<file path="src/rtl/CorePkg.sv">
package CorePkg;

    // Instruction word layout
    //   [31:25] opcode
    //   [24:21] rd
    //   [20:17] rn
    //   [16:13] rm
    //   [12:0]  immediate, zero extended

    localparam int DataWidth    = 32;
    localparam int RegCount     = 16;
    localparam int RegAddrWidth = 4;
    localparam int ShiftWidth   = 5;
    localparam int ImmWidth     = 13;

    typedef enum logic [6:0] {
        OpLslImm  = 7'd1,
        OpLsrImm  = 7'd2,
        OpAsrImm  = 7'd3,
        OpAdd     = 7'd4,
        OpSub     = 7'd5,
        OpAddImm  = 7'd6,
        OpSubImm  = 7'd7,
        OpMovImm  = 7'd8,
        OpCmpImm  = 7'd9,
        OpAnd     = 7'd12,
        OpOr      = 7'd13,
        OpLslReg  = 7'd14,
        OpLsrReg  = 7'd15,
        OpAsrReg  = 7'd16,
        OpRorReg  = 7'd19,
        OpXor     = 7'd20,
        OpCmp     = 7'd22,
        OpMovReg  = 7'd27,
        OpOutput  = 7'd69,
        OpPause   = 7'd70,
        OpInput   = 7'd71,
        OpNop     = 7'd74,
        OpHalt    = 7'd75,
        OpIllegal = 7'd127
    } OpId;

    typedef enum logic [2:0] {
        AluPassA,
        AluAdd,
        AluSub,
        AluAnd,
        AluOr,
        AluXor,
        AluPassB,
        AluPassShift
    } AluOp;

    typedef enum logic [1:0] {ShiftLsl, ShiftLsr, ShiftAsr, ShiftRor} ShiftOp;

    typedef enum logic [1:0] {WbNone, WbAlu, WbInput} WbSel;

    typedef enum logic [1:0] {FlagKeep, FlagShift, FlagArith, FlagLogic} FlagMode;

    typedef struct packed {
        OpId                     op;
        logic [RegAddrWidth-1:0] rd;
        logic [RegAddrWidth-1:0] rn;
        logic [RegAddrWidth-1:0] rm;
        logic [DataWidth-1:0]    offset;
    } DecodedInstr;

    typedef struct packed {
        AluOp    aluOp;
        ShiftOp  shiftOp;
        WbSel    wbSel;
        FlagMode flagMode;
        logic    useOffset;
        logic    enable;
        logic    isInput;
        logic    isOutput; // Both set means PAUSE
    } ControlWord;

endpackage

</file>
<file path="src/rtl/InstructionDecoder.sv">
`timescale 1ns/1ps

module InstructionDecoder import CorePkg::*; (
    input  logic [DataWidth-1:0] instrWord,
    output DecodedInstr          decoded
);

    logic [6:0] opcode;

    assign opcode = instrWord[31:25];

    always_comb begin
        decoded.rd     = instrWord[24:21];
        decoded.rn     = instrWord[20:17];
        decoded.rm     = instrWord[16:13];
        decoded.offset = DataWidth'(instrWord[ImmWidth-1:0]); // Zero extended

        case (opcode)
            OpLslImm,
            OpLsrImm,
            OpAsrImm,
            OpAdd,
            OpSub,
            OpAddImm,
            OpSubImm,
            OpMovImm,
            OpCmpImm,
            OpAnd,
            OpOr,
            OpLslReg,
            OpLsrReg,
            OpAsrReg,
            OpRorReg,
            OpXor,
            OpCmp,
            OpMovReg,
            OpOutput,
            OpPause,
            OpInput,
            OpNop,
            OpHalt: begin
                decoded.op = OpId'(opcode);
            end
            default: begin
                decoded.op = OpIllegal; // Memory, branch, SWI and the rest
            end
        endcase
    end

endmodule

</file>
<file path="src/rtl/ControlCore.sv">
`timescale 1ns/1ps

module ControlCore import CorePkg::*; (
    input  OpId        op,
    input  logic       confirmation,
    input  logic       continueButton,
    output ControlWord control
);

    always_comb begin
        control.aluOp     = AluPassB;
        control.shiftOp   = ShiftLsl;
        control.wbSel     = WbAlu;
        control.flagMode  = FlagKeep;
        control.useOffset = 1'b0;
        control.enable    = 1'b1;
        control.isInput   = 1'b0;
        control.isOutput  = 1'b0;

        case (op)
            OpLslImm, OpLslReg: begin
                control.aluOp     = AluPassShift;
                control.shiftOp   = ShiftLsl;
                control.flagMode  = FlagShift;
                control.useOffset = (op == OpLslImm);
            end
            OpLsrImm, OpLsrReg: begin
                control.aluOp     = AluPassShift;
                control.shiftOp   = ShiftLsr;
                control.flagMode  = FlagShift;
                control.useOffset = (op == OpLsrImm);
            end
            OpAsrImm, OpAsrReg: begin
                control.aluOp     = AluPassShift;
                control.shiftOp   = ShiftAsr;
                control.flagMode  = FlagShift;
                control.useOffset = (op == OpAsrImm);
            end
            OpRorReg: begin
                control.aluOp    = AluPassShift;
                control.shiftOp  = ShiftRor;
                control.flagMode = FlagShift;
            end
            OpAdd, OpAddImm: begin
                control.aluOp     = AluAdd;
                control.flagMode  = FlagArith;
                control.useOffset = (op == OpAddImm);
            end
            OpSub, OpSubImm: begin
                control.aluOp     = AluSub;
                control.flagMode  = FlagArith;
                control.useOffset = (op == OpSubImm);
            end
            OpMovImm: begin
                control.flagMode  = FlagLogic;
                control.useOffset = 1'b1;
            end
            OpCmp, OpCmpImm: begin
                control.aluOp     = AluSub;
                control.wbSel     = WbNone; // Flags only
                control.flagMode  = FlagArith;
                control.useOffset = (op == OpCmpImm);
            end
            OpAnd: begin
                control.aluOp    = AluAnd;
                control.flagMode = FlagLogic;
            end
            OpOr: begin
                control.aluOp    = AluOr;
                control.flagMode = FlagLogic;
            end
            OpXor: begin
                control.aluOp    = AluXor;
                control.flagMode = FlagLogic;
            end
            OpMovReg: begin
                control.flagMode = FlagLogic;
            end
            OpOutput: begin
                control.aluOp    = AluPassA;
                control.wbSel    = WbNone;
                control.enable   = confirmation; // outReady
                control.isOutput = 1'b1;
            end
            OpPause: begin
                control.wbSel    = WbNone;
                control.enable   = continueButton;
                control.isInput  = 1'b1;
                control.isOutput = 1'b1;
            end
            OpInput: begin
                control.aluOp   = AluPassA;
                control.wbSel   = WbInput;
                control.enable  = confirmation; // inValid
                control.isInput = 1'b1;
            end
            OpNop: begin
                control.wbSel = WbNone;
            end
            OpHalt: begin
                control.wbSel  = WbNone;
                control.enable = 1'b0; // Never retires
            end
            default: control.wbSel = WbNone;
        endcase
    end

endmodule

</file>
<file path="src/rtl/RegisterBank.sv">
`timescale 1ns/1ps

module RegisterBank import CorePkg::*; (
    input  logic                    clk,
    input  logic                    reset,
    input  logic [RegAddrWidth-1:0] readAddrA,
    input  logic [RegAddrWidth-1:0] readAddrB,
    input  logic                    writeEn,
    input  logic [RegAddrWidth-1:0] writeAddr,
    input  logic [DataWidth-1:0]    writeData,
    output logic [DataWidth-1:0]    readDataA,
    output logic [DataWidth-1:0]    readDataB
);

    logic [DataWidth-1:0] regs [RegCount];

    always_ff @(posedge clk) begin
        if (reset) begin
            for (int i = 0; i < RegCount; i++) begin
                regs[i] <= '0;
            end
        end else if (writeEn) begin
            regs[writeAddr] <= writeData;
        end
    end

    // Asynchronous reads, the write shows up on the next instruction
    assign readDataA = regs[readAddrA];
    assign readDataB = regs[readAddrB];

endmodule

</file>
<file path="src/rtl/BarrelShifter.sv">
`timescale 1ns/1ps

module BarrelShifter import CorePkg::*; (
    input  logic [DataWidth-1:0]  value,
    input  logic [ShiftWidth-1:0] amount,
    input  ShiftOp                shiftOp,
    output logic [DataWidth-1:0]  result,
    output logic                  carryOut
);

    logic [2*DataWidth-1:0]  doubled;
    logic [ShiftWidth-1:0]   lslIndex;
    logic [ShiftWidth-1:0]   rightIndex;

    assign doubled    = {value, value} >> amount;         // Rotate source
    assign lslIndex   = ShiftWidth'(DataWidth) - amount;  // Wraps to 32 - amount
    assign rightIndex = amount - 1'b1;

    always_comb begin
        case (shiftOp)
            ShiftLsl: result = value << amount;
            ShiftLsr: result = value >> amount;
            ShiftAsr: result = DataWidth'($signed(value) >>> amount);
            default:  result = doubled[DataWidth-1:0];
        endcase

        if (amount == '0) begin
            carryOut = 1'b0;
        end else if (shiftOp == ShiftLsl) begin
            carryOut = value[lslIndex];
        end else begin
            carryOut = value[rightIndex]; // Same bit for LSR, ASR and ROR
        end
    end

endmodule

</file>
<file path="src/rtl/Alu.sv">
`timescale 1ns/1ps

module Alu import CorePkg::*; (
    input  logic [DataWidth-1:0] a,
    input  logic [DataWidth-1:0] b,
    input  logic [DataWidth-1:0] shifted,
    input  logic                 shiftCarry,
    input  AluOp                 aluOp,
    output logic [DataWidth-1:0] result,
    output logic [3:0]           nzcv
);

    logic                 subtract;
    logic [DataWidth-1:0] bOperand;
    logic [DataWidth:0]   sum;
    logic                 overflow;

    // One adder serves ADD and SUB, carry out doubles as not-borrow
    assign subtract = (aluOp == AluSub);
    assign bOperand = subtract ? ~b : b;
    assign sum      = {1'b0, a} + {1'b0, bOperand} + (DataWidth + 1)'(subtract);
    assign overflow = (a[DataWidth-1] == bOperand[DataWidth-1])
                   && (sum[DataWidth-1] != a[DataWidth-1]);

    always_comb begin
        nzcv[1:0] = 2'b00; // C and V unused by logic ops
        case (aluOp)
            AluPassA:     result = a;
            AluAdd, AluSub: begin
                result  = sum[DataWidth-1:0];
                nzcv[1] = sum[DataWidth];
                nzcv[0] = overflow;
            end
            AluAnd:       result = a & b;
            AluOr:        result = a | b;
            AluXor:       result = a ^ b;
            AluPassShift: begin
                result  = shifted;
                nzcv[1] = shiftCarry;
            end
            default:      result = b; // AluPassB
        endcase

        nzcv[3] = result[DataWidth-1];
        nzcv[2] = (result == '0);
    end

endmodule

</file>
<file path="src/rtl/StatusRegister.sv">
`timescale 1ns/1ps

module StatusRegister import CorePkg::*; (
    input  logic       clk,
    input  logic       reset,
    input  logic       retire,
    input  logic       haltSeen,
    input  FlagMode    flagMode,
    input  logic [3:0] nzcv,
    output logic [3:0] flags,
    output logic       halted
);

    always_ff @(posedge clk) begin
        if (reset) begin
            flags  <= 4'b0000;
            halted <= 1'b0;
        end else begin
            if (haltSeen) begin
                halted <= 1'b1; // Sticky until reset
            end
            if (retire) begin
                case (flagMode)
                    FlagArith: flags      <= nzcv;
                    FlagLogic: flags[3:2] <= nzcv[3:2];
                    FlagShift: flags[3:1] <= nzcv[3:1];
                    default:   flags      <= flags;
                endcase
            end
        end
    end

endmodule

</file>
<file path="src/rtl/ExecCore.sv">
`timescale 1ns/1ps

module ExecCore import CorePkg::*; (
    input  logic                 clk,
    input  logic                 reset,
    input  logic                 instrValid,
    output logic                 instrReady,
    input  logic [DataWidth-1:0] instrWord,
    output logic                 outValid,
    input  logic                 outReady,
    output logic [DataWidth-1:0] outData,
    input  logic                 inValid,
    output logic                 inReady,
    input  logic [DataWidth-1:0] inData,
    input  logic                 continueButton,
    output logic                 paused,
    output logic                 halted,
    output logic [3:0]           flags
);

    DecodedInstr          decoded;
    ControlWord           control;
    logic                 confirmation;
    logic [DataWidth-1:0] rnValue;
    logic [DataWidth-1:0] rmValue;
    logic [DataWidth-1:0] bChannel;
    logic [DataWidth-1:0] shiftResult;
    logic                 shiftCarry;
    logic [DataWidth-1:0] aluResult;
    logic [3:0]           aluNzcv;
    logic [3:0]           flagCandidate;
    logic                 retire;
    logic                 haltSeen;
    logic [DataWidth-1:0] writeData;

    InstructionDecoder decoder (.instrWord(instrWord), .decoded(decoded));

    // Picked from the opcode so enable does not loop back through control
    assign confirmation = (decoded.op == OpOutput) ? outReady : inValid;

    ControlCore controlCore (
        .op(decoded.op),
        .confirmation(confirmation),
        .continueButton(continueButton),
        .control(control)
    );

    assign instrReady = control.enable & ~halted;
    assign retire     = instrValid & instrReady;
    assign haltSeen   = instrValid & (decoded.op == OpHalt);

    assign outValid = instrValid & control.isOutput & ~control.isInput & ~halted;
    assign inReady  = instrValid & control.isInput & ~control.isOutput & ~halted;
    assign paused   = instrValid & control.isInput & control.isOutput & ~halted;
    assign outData  = rnValue;

    assign bChannel  = control.useOffset ? decoded.offset : rmValue;
    assign writeData = (control.wbSel == WbInput) ? inData : aluResult;

    RegisterBank registerBank (
        .clk(clk),
        .reset(reset),
        .readAddrA(decoded.rn),
        .readAddrB(decoded.rm),
        .writeEn(retire && control.wbSel != WbNone),
        .writeAddr(decoded.rd),
        .writeData(writeData),
        .readDataA(rnValue),
        .readDataB(rmValue)
    );

    BarrelShifter shifter (
        .value(rnValue),
        .amount(bChannel[ShiftWidth-1:0]),
        .shiftOp(control.shiftOp),
        .result(shiftResult),
        .carryOut(shiftCarry)
    );

    Alu alu (
        .a(rnValue),
        .b(bChannel),
        .shifted(shiftResult),
        .shiftCarry(shiftCarry),
        .aluOp(control.aluOp),
        .result(aluResult),
        .nzcv(aluNzcv)
    );

    // Zero shift amount keeps the old carry
    always_comb begin
        flagCandidate = aluNzcv;
        if (control.flagMode == FlagShift && bChannel[ShiftWidth-1:0] == '0) begin
            flagCandidate[1] = flags[1];
        end
    end

    StatusRegister statusRegister (
        .clk(clk),
        .reset(reset),
        .retire(retire),
        .haltSeen(haltSeen),
        .flagMode(control.flagMode),
        .nzcv(flagCandidate),
        .flags(flags),
        .halted(halted)
    );

endmodule

</file>
<file path="config.mk">
export PLATFORM = sky130hd
export DESIGN_NAME = ExecCore
export DESIGN_NICKNAME = d
export VERILOG_FILES = /design/src/rtl/CorePkg.sv /design/src/rtl/InstructionDecoder.sv /design/src/rtl/ControlCore.sv /design/src/rtl/RegisterBank.sv /design/src/rtl/BarrelShifter.sv /design/src/rtl/Alu.sv /design/src/rtl/StatusRegister.sv /design/src/rtl/ExecCore.sv
export SDC_FILE = /design/constraint.sdc
export NUM_CORES = 1
export LEC_CHECK = 0
export BUFFER_PORTS_ARGS = -buffer_cell sky130_fd_sc_hd__buf_2
export CORE_AREA = 10 10 260 312
export CTS_CLUSTER_SIZE = 12
export DETAILED_ROUTE_END_ITERATION = 8
export DIE_AREA = 0 0 270 322
export PLACE_DENSITY = 0.66
export SKIP_CTS_REPAIR_TIMING = 1
export SLEW_MARGIN = 20
export SYNTH_ARGS = -nofsm -noshare
export SYNTH_HDL_FRONTEND = slang
export SYNTH_SLANG_ARGS = --single-unit
</file>
<file path="constraint.sdc">
create_clock -name clk -period 7.22 [get_ports clk]
set_input_delay 0.722 -clock clk [delete_from_list [all_inputs] [get_ports clk]]
set_output_delay 0.722 -clock clk [all_outputs]
set_load 0.005 [all_outputs]
</file>
==> out/metrics.json <==
{
  "outcome": {"value": "complete, no violations"},
  "placement_rows": {"value": 110},
  "final_critical_path_setup_slack": {"value": 559, "unit": "ps"},
  "chipWidth": {"value": 270, "unit": "um"},
  "startpoint_type": {"value": "input pin"},
  "floorplan.initialDensity": {"value": 49.6, "unit": "%"},
  "met3RoutedLength": {"value": 20000, "unit": "um"},
  "drt_first_iter_violations": {"value": 4712},
  "dp_hpwl": {"value": 125000, "unit": "um"},
  "tritoncts": {"value": "yes"},
  "synth_flop_cell": {"value": "sky130_fd_sc_hd__edfxtp_1"},
  "grtUsageTotal": {"value": 40.0, "unit": "%"},
  "detailedRoute.firstPassIterationCount": {"value": 8},
  "endpoint_kind": {"value": "register"},
  "clock-skew-final": {"value": 35.1, "unit": "ps"},
  "drc": {"value": 0},
  "finalHoldViolCount": {"value": 0},
  "number_of_i_o_port_buffers": {"value": 110},
  "syn_nets": {"value": 3513},
  "layout_area_growth_over_synthesis": {"value": 10.0, "unit": "%"},
  "floorplan.core_area": {"value": 74700, "unit": "um2"},
  "design_area": {"value": 40800, "unit": "um2"},
  "most_common_cell_after_layout_fill_and_taps_aside": {"value": "sky130_fd_sc_hd__nor2_1"},
  "wirelength_met1": {"value": 56700, "unit": "um"},
  "worst-setup-path-type": {"value": "input pin to register"},
  "setup-violations-final": {"value": 0},
  "critical_path_arrival": {"value": 6980, "unit": "ps"},
  "dpl-instance-area": {"value": 39300, "unit": "um2"},
  "ctsHtreeMaxLevel": {"value": 2},
  "clock-sinks": {"value": 517},
  "routed_via_density": {"value": 7.34},
  "most-common-layout-cells": {"value": "sky130_fd_sc_hd__nor2_1, sky130_fd_sc_hd__edfxtp_1, sky130_fd_sc_hd__mux4_2"},
  "finalWirelength": {"value": 178000, "unit": "um"},
  "synth.distinct_cells": {"value": 104},
  "maximum_clock_rate": {"value": 150, "unit": "MHz"},
  "synth_seq_area_share": {"value": 41.8, "unit": "%"},
  "final_max_slew_viol_count": {"value": 0},
  "multiInputGateArea": {"value": 19900, "unit": "um2"},
  "ios": {"value": 111},
  "fp.dieArea": {"value": 86900, "unit": "um2"},
  "gp_congestion": {"value": 1.12},
  "n_fill_cell": {"value": 6473},
  "pre_cts_slack": {"value": 306, "unit": "ps"},
  "timing.hold.worst.class": {"value": "input pin to register"},
  "synthDominantCellAreaShare": {"value": 41.5, "unit": "%"},
  "cts-root-buf": {"value": "sky130_fd_sc_hd__clkbuf_16"},
  "antenna_violating_nets_post_route": {"value": 0},
  "netlist_instances": {"value": 3344},
  "worst_ep_required_time": {"value": 7540, "unit": "ps"},
  "finalCoreUtilization": {"value": 54.5, "unit": "%"},
  "die_h": {"value": 322, "unit": "um"},
  "clk-insertion-delay-late": {"value": 610, "unit": "ps"},
  "rsz0062_at_grt": {"value": "false"},
  "ir_drop": {"value": 0.000228, "unit": "V"},
  "period_minus_ws_final": {"value": 6660, "unit": "ps"},
  "min_period_over_period": {"value": 92.3, "unit": "%"},
  "cts-buffers-inserted": {"value": 51},
  "cts.path.max_buffers": {"value": 3},
  "gr-total-overflow": {"value": 0},
  "synth_warnings": {"value": 0},
  "synth.avg_cell_area": {"value": 11.1, "unit": "um2"},
  "worst-path-max-fanout": {"value": 16},
  "timing_worst_slew_pin_value": {"value": 1250, "unit": "ps"},
  "synth_top_cells_by_area": {"value": "sky130_fd_sc_hd__edfxtp_1, sky130_fd_sc_hd__mux4_2, sky130_fd_sc_hd__nor2_1"},
  "drv_cap": {"value": 0},
  "synth_edf_count": {"value": 512},
  "drive_gt1_share": {"value": 24.7, "unit": "%"},
  "synthArstFlopShare": {"value": 0, "unit": "%"},
  "wl_met2": {"value": 84000, "unit": "um"},
  "grt_pass1_wl": {"value": 246000, "unit": "um"},
  "vias": {"value": 32700},
  "power_leakage": {"value": 14.9, "unit": "nW"},
  "yosys_register_bits": {"value": 517},
  "routed_wire_length_per_instance": {"value": 40.0, "unit": "um"},
  "timing.max_slew.rel_slack": {"value": 16.6, "unit": "%"},
  "clkTransAtPathRegs": {"value": 70, "unit": "ps"},
  "area.sequential": {"value": 15500, "unit": "um2"},
  "pin_count_of_the_biggest_net_entering_global_routing": {"value": 91},
  "topRoutingLayerUsed": {"value": "met5"},
  "first_global_vias": {"value": 32400},
  "number_of_nets_in_the_finished_design": {"value": 3595},
  "synthDominantAreaCellType": {"value": "sky130_fd_sc_hd__edfxtp_1"},
  "whs": {"value": 419, "unit": "ps"},
  "mappedNetlistArea": {"value": 37000, "unit": "um2"},
  "fin_tns_setup": {"value": 0, "unit": "ps"},
  "power_density": {"value": 224, "unit": "nW/um2"},
  "antenna_violations_before_repair": {"value": 18}
}
[where the power goes]
| part | internal [W] | switching [W] | leakage [nW] |
|---|---|---|---|
| sequential | 0.00340 | 0.0000616 | 5.32 |
| combinational | 0.00102 | 0.00223 | 8.92 |
| clock | 0.00130 | 0.00113 | 0.684 |
[metal layers]
| metal | up-vias | GRT usage (%) |
|---|---|---|
| met4 | 20 | 32.9 |
| met2 | 2742 | 65.5 |
| met1 | 16200 | 44.5 |
| met3 | 709 | 9.00 |
| li1 | 13000 | - |
| met5 | - | 0 |
[registers in the layout (all words and copies together) (netlist names)]
register	cells
statusRegister.halted	1
statusRegister.flags	4
registerBank.regs	512
[path summary, 6_finish.rpt]
kind / startpoint / to / slack [ps] / cells past startpoint
worst min-delay path: instrValid / statusRegister.halted / 420 / 3
worst max register to register: registerBank.regs[0][2] / registerBank.regs[15][28] / 650 / 21
worst max-delay path: instrWord[16] / registerBank.regs[15][28] / 560 / 23
worst min register to register: statusRegister.halted / statusRegister.halted / 560 / 2
[through the flow]
step | total power (W) | std cells
finish | 0.00914 | 4454
global route | 0.00935 | 4451
CTS | 0.00898 | 4450
detailed placement | 0.00661 | 4380
global placement | 0.00659 | 4380
floorplan | 0.00534 | 3344
[area by class of cell]
cell class | count | area share (%)
multi-input combinational | 2442 | 48.9
antenna | 3 | 0.0184
inverter | 87 | 0.801
tap | 1008 | 3.09
timing repair buffer | 327 | 5.77
clock inverter | 12 | 0.233
clock buffer | 58 | 3.20
sequential | 517 | 38.0
[critical path: stages]
cell and delay (ps):
sky130_fd_sc_hd__buf_2 240, sky130_fd_sc_hd__buf_4 300, sky130_fd_sc_hd__mux4_2 340, sky130_fd_sc_hd__mux4_2 530, sky130_fd_sc_hd__mux2_2 320, sky130_fd_sc_hd__inv_2 70
sky130_fd_sc_hd__xnor2_1 150, sky130_fd_sc_hd__ha_1 330, sky130_fd_sc_hd__o21a_1 240, sky130_fd_sc_hd__a2111oi_1 1040, sky130_fd_sc_hd__buf_4 250, sky130_fd_sc_hd__or3_1 140
sky130_fd_sc_hd__a31oi_1 110, sky130_fd_sc_hd__o2111ai_1 320, sky130_fd_sc_hd__a31oi_1 180, sky130_fd_sc_hd__a31o_2 310, sky130_fd_sc_hd__a311oi_1 330, sky130_fd_sc_hd__o31ai_1 160
sky130_fd_sc_hd__a21oi_1 290, sky130_fd_sc_hd__nand2_1 90, sky130_fd_sc_hd__o21ai_1 180, sky130_fd_sc_hd__buf_4 270, sky130_fd_sc_hd__nor2_1 60
[Yosys cell counts, drive strengths merged (10+ instances only)]
cell type,count
o221ai,12
mux2i,49
o211ai,69
o21ai,200
a22oi,20
nor4,10
o22ai,35
a211oi,36
nor2b,36
nor2,587
xnor2,48
o31ai,10
or3,10
o2111ai,17
mux4,319
xor2,14
mux2,14
ha,98
nand4,10
nor3,56
a21oi,121
clkbuf,135
nand2,246
a31oi,28
o21a,10
and3,48
a221oi,39
nand3,154
buf,163
a21o,16
inv,86
edfxtp,512
[logic make-up (layout without fill, tap and decap cells)]
logic type / Yosys count / after routing / share of synthesized area (%)
simple gates: 1203 / 1203 / 14.3
compound gates: 696 / 696 / 12.9
flops: 517 / 517 / 41.8
buf+inv: 385 / 484 / 4.85
mux: 382 / 382 / 21.2
fa+ha+maj: 99 / 99 / 3.36
xor+xnor: 62 / 62 / 1.52
other cells: 0 / 3 / 0
Note: power is estimated with default switching activity, not from simulation.
